**src/apb_pkg.sv**
```systemverilog
// APB-side types shared by the bridge frontend, the byte lanes and the testbench.
// Import inside a module body; use scoped names for ports in module headers.

package apb_pkg;

  localparam int unsigned APB_ADDR_W = 32;
  localparam int unsigned APB_DATA_W = 32;

  // Byte address as seen by the host
  typedef logic [APB_ADDR_W-1:0] apb_addr_t;

  // One APB data word
  typedef logic [APB_DATA_W-1:0] apb_data_t;

  // Request captured at the first access cycle, broadcast to the lanes
  typedef struct packed {
    apb_addr_t addr;   // Word-aligned target address
    apb_data_t wdata;  // Write data, ignored on reads
    logic      write;  // 1 for a write transfer
  } bus_req_t;

endpackage : apb_pkg

```
**src/pin_bus_pkg.sv**
```systemverilog
// Types for the narrow external pin bus and its phase sequencer.
// A word crosses the pins as LANES bytes, least significant byte first.

package pin_bus_pkg;

  localparam int unsigned BYTE_W = 8;
  localparam int unsigned LANES  = 4;  // Bytes per APB word

  // One byte on the pin bus
  typedef logic [BYTE_W-1:0] pin_byte_t;

  // One-hot lane select, bit k picks byte k
  typedef logic [LANES-1:0] lane_sel_t;

  // Sequencer phases
  typedef enum logic [1:0] {
    IDLE,  // No frame on the pins
    ADDR,  // Address and write data go out
    READ   // External device drives bus_din
  } seq_state_t;

endpackage : pin_bus_pkg

```
**src/apb_frontend.sv**
```systemverilog
// APB slave side of the bridge. Checks alignment, launches one pin-bus
// transfer per access and answers with pready once the sequencer is done.
// Misaligned accesses are refused with pslverr and never reach the pins.

module apb_frontend (
  input  logic               clk,
  input  logic               arst_n,
  input  logic               psel,
  input  logic               penable,
  input  logic               pwrite,
  input  apb_pkg::apb_addr_t paddr,
  input  apb_pkg::apb_data_t pwdata,
  output apb_pkg::apb_data_t prdata,
  output logic               pready,
  output logic               pslverr,
  output apb_pkg::bus_req_t  req,
  output logic               load,
  output logic               start,
  input  logic               done,
  input  apb_pkg::apb_data_t rdata_word
);

  import apb_pkg::*;

  typedef enum logic [1:0] {
    FE_IDLE,  // Waiting for an access phase
    FE_BUSY,  // Pin transfer in flight
    FE_RESP   // pready cycle
  } fe_state_t;

  fe_state_t state;
  logic      wr_q;          // Direction of the transfer being answered
  logic      first_access;
  logic      aligned;
  logic      launch;

  // Only an idle frontend sees the first cycle of psel and penable
  assign first_access = (state == FE_IDLE) && psel && penable;
  assign aligned      = (paddr[1:0] == 2'b00);
  assign launch       = first_access && aligned;

  // Lanes and sequencer take the request in access cycle 1
  assign req   = '{addr: paddr, wdata: pwdata, write: pwrite};
  assign load  = launch;
  assign start = launch;

  // Lanes hold the full word by the response cycle
  assign prdata = (state == FE_RESP && !wr_q && !pslverr) ? rdata_word : '0;

  always_ff @(posedge clk or negedge arst_n) begin
    if (!arst_n) begin
      state   <= FE_IDLE;
      wr_q    <= 1'b0;
      pready  <= 1'b0;
      pslverr <= 1'b0;
    end else begin
      case (state)
        FE_IDLE: begin
          if (first_access) begin
            wr_q <= pwrite;
            if (aligned) begin
              state <= FE_BUSY;
            end else begin
              state   <= FE_RESP;  // Error answer in cycle 2
              pready  <= 1'b1;
              pslverr <= 1'b1;
            end
          end
        end
        FE_BUSY: begin
          if (done) begin
            state  <= FE_RESP;
            pready <= 1'b1;
          end
        end
        default: begin
          state   <= FE_IDLE;
          pready  <= 1'b0;
          pslverr <= 1'b0;
        end
      endcase
    end
  end

  // Sequencer only finishes a transfer that this side launched
  a_done_when_busy: assert property (@(posedge clk) disable iff (!arst_n)
    done |-> state == FE_BUSY);

  // pready only ever answers an access phase of the host
  a_pready_in_access: assert property (@(posedge clk) disable iff (!arst_n)
    pready |-> psel && penable);

endmodule : apb_frontend

```
**src/byte_lane.sv**
```systemverilog
// One byte slice of the bridge datapath. Stores its address and write-data
// byte on load, presents them while selected for the address phase and
// captures one read byte from the pins while selected for the read phase.

module byte_lane #(
  parameter int unsigned LANE_IDX = 0
) (
  input  logic                  clk,
  input  logic                  arst_n,
  input  logic                  load,
  input  apb_pkg::bus_req_t     req,
  input  pin_bus_pkg::lane_sel_t addr_sel,
  input  pin_bus_pkg::lane_sel_t read_sel,
  input  pin_bus_pkg::pin_byte_t din,
  output pin_bus_pkg::pin_byte_t addr_byte,
  output pin_bus_pkg::pin_byte_t wdata_byte,
  output pin_bus_pkg::pin_byte_t rdata_byte
);

  import apb_pkg::*;
  import pin_bus_pkg::*;

  pin_byte_t addr_q;
  pin_byte_t wdata_q;
  pin_byte_t rdata_q;

  always_ff @(posedge clk) begin
    if (load) begin
      addr_q  <= req.addr[LANE_IDX*BYTE_W +: BYTE_W];
      // Reads put zeros on the data pins
      wdata_q <= req.write ? req.wdata[LANE_IDX*BYTE_W +: BYTE_W] : '0;
    end
    if (read_sel[LANE_IDX]) begin
      rdata_q <= din;  // Sampled at the end of this lane's read cycle
    end
  end

  // Zero when not selected so the sequencer can OR all lanes together
  assign addr_byte  = addr_sel[LANE_IDX] ? addr_q : '0;
  assign wdata_byte = addr_sel[LANE_IDX] ? wdata_q : '0;
  assign rdata_byte = rdata_q;

  // Address and read phases never overlap on the pins
  a_sel_exclusive: assert property (@(posedge clk) disable iff (!arst_n)
    (addr_sel & read_sel) == '0);

endmodule : byte_lane

```
**src/cpu_pin_bridge.sv**
```systemverilog
// Bridge from a 32-bit APB slave port to an 8-bit external pin bus.
// Each transfer sends four address bytes, with write data alongside on
// writes, and collects four read bytes from bus_din on reads.

module cpu_pin_bridge (
  input  logic                   clk,
  input  logic                   arst_n,
  input  logic                   psel,
  input  logic                   penable,
  input  logic                   pwrite,
  input  apb_pkg::apb_addr_t     paddr,
  input  apb_pkg::apb_data_t     pwdata,
  output apb_pkg::apb_data_t     prdata,
  output logic                   pready,
  output logic                   pslverr,
  output logic                   bus_frame,
  output pin_bus_pkg::pin_byte_t bus_addr,
  output pin_bus_pkg::pin_byte_t bus_dout,
  output logic                   bus_oe,
  input  pin_bus_pkg::pin_byte_t bus_din
);

  import apb_pkg::*;
  import pin_bus_pkg::*;

  bus_req_t               req;
  logic                   load;
  logic                   start;
  logic                   done;
  lane_sel_t              addr_sel;
  lane_sel_t              read_sel;
  pin_byte_t [LANES-1:0]  addr_bytes;
  pin_byte_t [LANES-1:0]  wdata_bytes;
  pin_byte_t [LANES-1:0]  rdata_bytes;
  apb_data_t              rdata_word;

  assign rdata_word = rdata_bytes;  // Lane k is byte k of the word

  apb_frontend u_frontend (
    .clk        (clk),
    .arst_n     (arst_n),
    .psel       (psel),
    .penable    (penable),
    .pwrite     (pwrite),
    .paddr      (paddr),
    .pwdata     (pwdata),
    .prdata     (prdata),
    .pready     (pready),
    .pslverr    (pslverr),
    .req        (req),
    .load       (load),
    .start      (start),
    .done       (done),
    .rdata_word (rdata_word)
  );

  for (genvar k = 0; k < LANES; k++) begin : g_lane
    byte_lane #(.LANE_IDX(k)) u_lane (
      .clk        (clk),
      .arst_n     (arst_n),
      .load       (load),
      .req        (req),
      .addr_sel   (addr_sel),
      .read_sel   (read_sel),
      .din        (bus_din),
      .addr_byte  (addr_bytes[k]),
      .wdata_byte (wdata_bytes[k]),
      .rdata_byte (rdata_bytes[k])
    );
  end

  pin_sequencer u_sequencer (
    .clk         (clk),
    .arst_n      (arst_n),
    .start       (start),
    .write       (req.write),
    .done        (done),
    .addr_sel    (addr_sel),
    .read_sel    (read_sel),
    .addr_bytes  (addr_bytes),
    .wdata_bytes (wdata_bytes),
    .bus_frame   (bus_frame),
    .bus_addr    (bus_addr),
    .bus_dout    (bus_dout),
    .bus_oe      (bus_oe)
  );

endmodule : cpu_pin_bridge

```
**src/pin_sequencer.sv**
```systemverilog
// Walks the pin-bus phases of one transfer: four address cycles, then four
// read cycles for reads only. Drives the one-hot lane selects and the frame
// and output enable pins. Address and write data come from the lanes.

module pin_sequencer (
  input  logic                                       clk,
  input  logic                                       arst_n,
  input  logic                                       start,
  input  logic                                       write,
  output logic                                       done,
  output pin_bus_pkg::lane_sel_t                     addr_sel,
  output pin_bus_pkg::lane_sel_t                     read_sel,
  input  pin_bus_pkg::pin_byte_t [pin_bus_pkg::LANES-1:0] addr_bytes,
  input  pin_bus_pkg::pin_byte_t [pin_bus_pkg::LANES-1:0] wdata_bytes,
  output logic                                       bus_frame,
  output pin_bus_pkg::pin_byte_t                     bus_addr,
  output pin_bus_pkg::pin_byte_t                     bus_dout,
  output logic                                       bus_oe
);

  import pin_bus_pkg::*;

  seq_state_t                 state;
  logic [$clog2(LANES)-1:0]   cnt;   // Byte position within the phase
  logic                       wr_q;
  logic                       last;

  assign last = &cnt;  // LANES is a power of two

  // Writes end after the address phase and reads after the read phase
  assign done = last && ((state == ADDR && wr_q) || state == READ);

  // Unselected lanes drive zero
  always_comb begin
    bus_addr = '0;
    bus_dout = '0;
    for (int k = 0; k < LANES; k++) begin
      bus_addr = bus_addr | addr_bytes[k];
      bus_dout = bus_dout | wdata_bytes[k];
    end
  end

  always_ff @(posedge clk or negedge arst_n) begin
    if (!arst_n) begin
      state     <= IDLE;
      cnt       <= '0;
      wr_q      <= 1'b0;
      addr_sel  <= '0;
      read_sel  <= '0;
      bus_frame <= 1'b0;
      bus_oe    <= 1'b0;
    end else begin
      case (state)
        IDLE: begin
          if (start) begin
            state     <= ADDR;
            cnt       <= '0;
            wr_q      <= write;
            addr_sel  <= lane_sel_t'(1);  // Least significant byte first
            bus_frame <= 1'b1;
            bus_oe    <= write;
          end
        end
        ADDR: begin
          if (last) begin
            cnt      <= '0;
            addr_sel <= '0;
            bus_oe   <= 1'b0;
            if (wr_q) begin
              state     <= IDLE;
              bus_frame <= 1'b0;
            end else begin
              state    <= READ;
              read_sel <= lane_sel_t'(1);
            end
          end else begin
            cnt      <= cnt + 1'b1;
            addr_sel <= addr_sel << 1;
          end
        end
        READ: begin
          if (last) begin
            state     <= IDLE;
            cnt       <= '0;
            read_sel  <= '0;
            bus_frame <= 1'b0;
          end else begin
            cnt      <= cnt + 1'b1;
            read_sel <= read_sel << 1;
          end
        end
        default: state <= IDLE;
      endcase
    end
  end

  // Data pins carry zero whenever they are not driven
  a_dout_zero_without_oe: assert property (@(posedge clk) disable iff (!arst_n)
    !bus_oe |-> bus_dout == '0);

  // The frontend never launches into a running frame
  a_start_when_idle: assert property (@(posedge clk) disable iff (!arst_n)
    start |-> state == IDLE);

endmodule : pin_sequencer

```
**config.mk**
```make
export PLATFORM = sky130hd
export DESIGN_NAME = cpu_pin_bridge
export DESIGN_NICKNAME = d
export VERILOG_FILES = /design/src/apb_pkg.sv /design/src/pin_bus_pkg.sv /design/src/apb_frontend.sv /design/src/byte_lane.sv /design/src/cpu_pin_bridge.sv /design/src/pin_sequencer.sv
export SDC_FILE = /design/constraint.sdc
export NUM_CORES = 1
export LEC_CHECK = 0
export BUFFER_PORTS_ARGS = -buffer_cell sky130_fd_sc_hd__buf_2
export CORE_UTILIZATION = 35
export DETAILED_ROUTE_END_ITERATION = 12
export GPL_ROUTABILITY_DRIVEN = 1
export SYNTH_ARGS = -nofsm -noshare
export SYNTH_HDL_FRONTEND = slang
export SYNTH_SLANG_ARGS = --single-unit
export TNS_END_PERCENT = 100
```
**constraint.sdc**
```tcl
create_clock -name clk -period 5.2 [get_ports clk]
set_input_delay 0.26 -clock clk [delete_from_list [all_inputs] [get_ports clk]]
set_output_delay 0.26 -clock clk [all_outputs]
set_load 0.005 [all_outputs]
```
==> impl_results.md <==
- Post-Syn Nets: 398
- # setup viols final: 0
- First-pass GRT wire length: 14500 microns
- GP Congestion: 0.809
- Critical-path maximum fanout: 37
- # rows: 41
- Critical Path RT: 5.53 ns
- TritonCTS clock tree: built
- Peak Freq: 414 MHz
- Mapped Area: 4630 sq um
- Die Wd: 117 microns
- Synth warnings: 0
- Drt total wl: 9410 microns
- CTS Root Buffer Type: clkbuf_16
- Cell taking the most area after synthesis: edfxtp_1
- Leakage: 2.50 nW
- Drt drc: 0
- RSZ-0062 raised after global routing: false
- IO buf count: 128
- CP Capture Type: register
- Sink Count: 116
- Post-DRT Antenna Nets: 0
- Met3 WL: 766 microns
- Arr. time, crit path: 2.74 ns
- Fin crit share: 0.464
- Initial drt markers: 171
- Most frequent cells in the layout: buf_2, edfxtp_1, and2_1
- Highest routed layer: met4
- Initial DRT Pass Iterations: 4
- Total global-route track usage: 0.147
- Filler cell count: 1121
- Post-DR wirelength/cell: 14.8 microns
- Fin crit period: 2.41 ns
- Number of diodes: 0
- Clock-pin slew on the worst setup and hold paths: 0.05 ns
- Antenna violations before repair: 0
- Pins Over Slew Limit: 0
- Total of max-cap violations: 0
- Wire length on met1: 4210 microns
- IO Count: 129
- Placed Area: 5460 sq um
- Final Hold Fails: 0
- Status: completed
- Largest net degree at the start of global routing: 38
- Clock Tree Buf Depth: 2
- Starting Density: 0.362
- Area delta synth->final: 29.3%
- PD cells: 462 nW/um^2
- Setup CP Type: reg -> reg
- Share of cells above drive strength 1: 0.344
- Slew @ Worst Pin: 0.995 ns
- Final #Nets: 533
- Startpoint Class: register
- Min-delay worst type: in -> reg
- Synth top area cells: edfxtp_1, dfrtp_1, and2_1
- Clock skew: 0.00513 ns
- Num CTS Buffers: 17
- H-tree depth: 4
- GRT overflow: 0
- Reg2reg setup slack: 2.79 ns
- Fin Hold WS: 0.0245 ns
- Synth cell types: 31
- Placed cell count: 601
- Die Ht: 117 microns
- Relative slew margins: 0.335
- #FFs+latches synth: 116
- Vias per Instance: 4.73
- # resized after CTS: 0
- Sequential area share after synthesis: 0.731
- Placeable core area: 12800 sq um
- Final Cell Area: 5980 sq um
- Vias in the first global route: 2894
- Cells after Synth: 314
- Met2 routed WL: 4310 microns
- Setup TNS: 0 ns
- Post-DP HPWL: 6400 microns
- Post-layout util: 0.469
- Peak supply drop: 0.241 mV
- Avg Cell Area, Syn: 14.7 sq um
- Commonest non-fill, non-tap cell in the layout: buf_2
- Worst-skew pair later-pin latency: 0.41 ns
- Top cell type's share of synthesized area: 0.623
- Die area: 13700 sq um
- Cts hold-fix bufs: 1
- Post-CTS setup buffers: 0
- Fin cells: 634
- Total number of vias: 2999
synthesized netlist by cell type (all sizes together):
library cell / instances
a22oi: 33
and2: 65
nor2: 6
a22o: 6
o22ai: 1
buf: 2
o21a: 1
mux2: 1
edfxtp: 96
ha: 7
nand3: 1
o31ai: 1
a31oi: 1
or2: 1
nand4bb: 1
dfrtp: 20
a32o: 3
nor4b: 1
or4: 1
clkbuf: 13
o21ai: 8
nand2: 24
nor2b: 2
nand2b: 1
inv: 8
o2bb2ai: 1
nor3: 2
mux2i: 2
a21oi: 5
critical path, cell delays in order, from the launching register on:
cell and delay, ns:
dfrtp_1 0.41, nand4bb_4 0.29, nor2_4 0.78, buf_4 0.50, a31oi_1 0.14, o2bb2ai_1 0.17
sequential cells by signal, indices dropped and copies added, names as in the netlist:
signal,cells
u_sequencer.read_sel,4
u_sequencer.bus_frame,1
u_frontend.state,2
u_sequencer.cnt,2
u_sequencer.wr_q,1
u_sequencer.addr_sel,4
u_frontend.pready,1
u_frontend.wr_q,1
g_lane.u_lane.addr_q,32
u_sequencer.bus_oe,1
g_lane.u_lane.wdata_q,32
u_frontend.pslverr,1
u_sequencer.state,2
g_lane.u_lane.rdata_byte,32
where the power goes:
group | total [W] | switching [W] | leakage, nW | internal (W)
clock | 0.00100 | 0.000362 | 0.252 | 0.000642
sequential | 0.00131 | 0.000147 | 1.15 | 0.00116
combinational | 0.000453 | 0.000235 | 1.10 | 0.000217
total | 0.00277 | 0.000744 | 2.50 | 0.00202
layer usage:
layer  track usage  up-vias
li1              -     1432
met1         0.188     1435
met2         0.226      119
met3        0.0541       13
met4        0.0633        0
met5             0        -
area by class of cell:
type / count / area, sq um / share of cell area
sequential: 116 / 3380 / 0.565
multi-input combinational: 175 / 1170 / 0.196
timing repair buffer: 131 / 666 / 0.111
clock buffer: 28 / 497 / 0.0830
tap: 172 / 215 / 0.0360
inverter: 8 / 30.0 / 0.00502
clock inverter: 4 / 22.5 / 0.00376
path summary, 6_finish.rpt:
check,from,end,depth (start not counted)
worst max-delay path,u_frontend.state[1]$_DFFE_PN0P_,u_sequencer.bus_oe$_DFFE_PN0P_,5
worst min-delay path,paddr[29],g_lane[3].u_lane.addr_q[5]$_DFFE_PP_,1
worst max register to register,u_frontend.state[1]$_DFFE_PN0P_,u_sequencer.bus_oe$_DFFE_PN0P_,5
worst min register to register,u_frontend.wr_q$_DFFE_PN0P_,u_frontend.wr_q$_DFFE_PN0P_,2
max in group asynchronous,arst_n,u_frontend.pready$_DFFE_PN0P_,2
min in group asynchronous,arst_n,u_sequencer.state[1]$_DFFE_PN0P_,2
stage by stage:
stage	power, W	setup slack [ns]
4_1_cts	0.00280	2.76
6_report	0.00277	2.79
5_1_grt	0.00292	2.57
3_3_place_gp	0.00177	2.81
3_5_place_dp	0.00179	2.69
2_1_floorplan	0.00155	1.02
logic make-up (layout without fill, tap and decap cells):
logic type	after synthesis	count (layout)	synth area share
buffers and inverters	23	171	0.0189
AND/OR/NAND/NOR	105	105	0.131
AO/OA/AOI/OAI	60	60	0.0933
flip-flops	116	116	0.731
multiplexers	3	3	0.00676
adder cells (fa/ha/maj)	7	7	0.0189
Note: power is estimated with default switching activity, not from simulation.
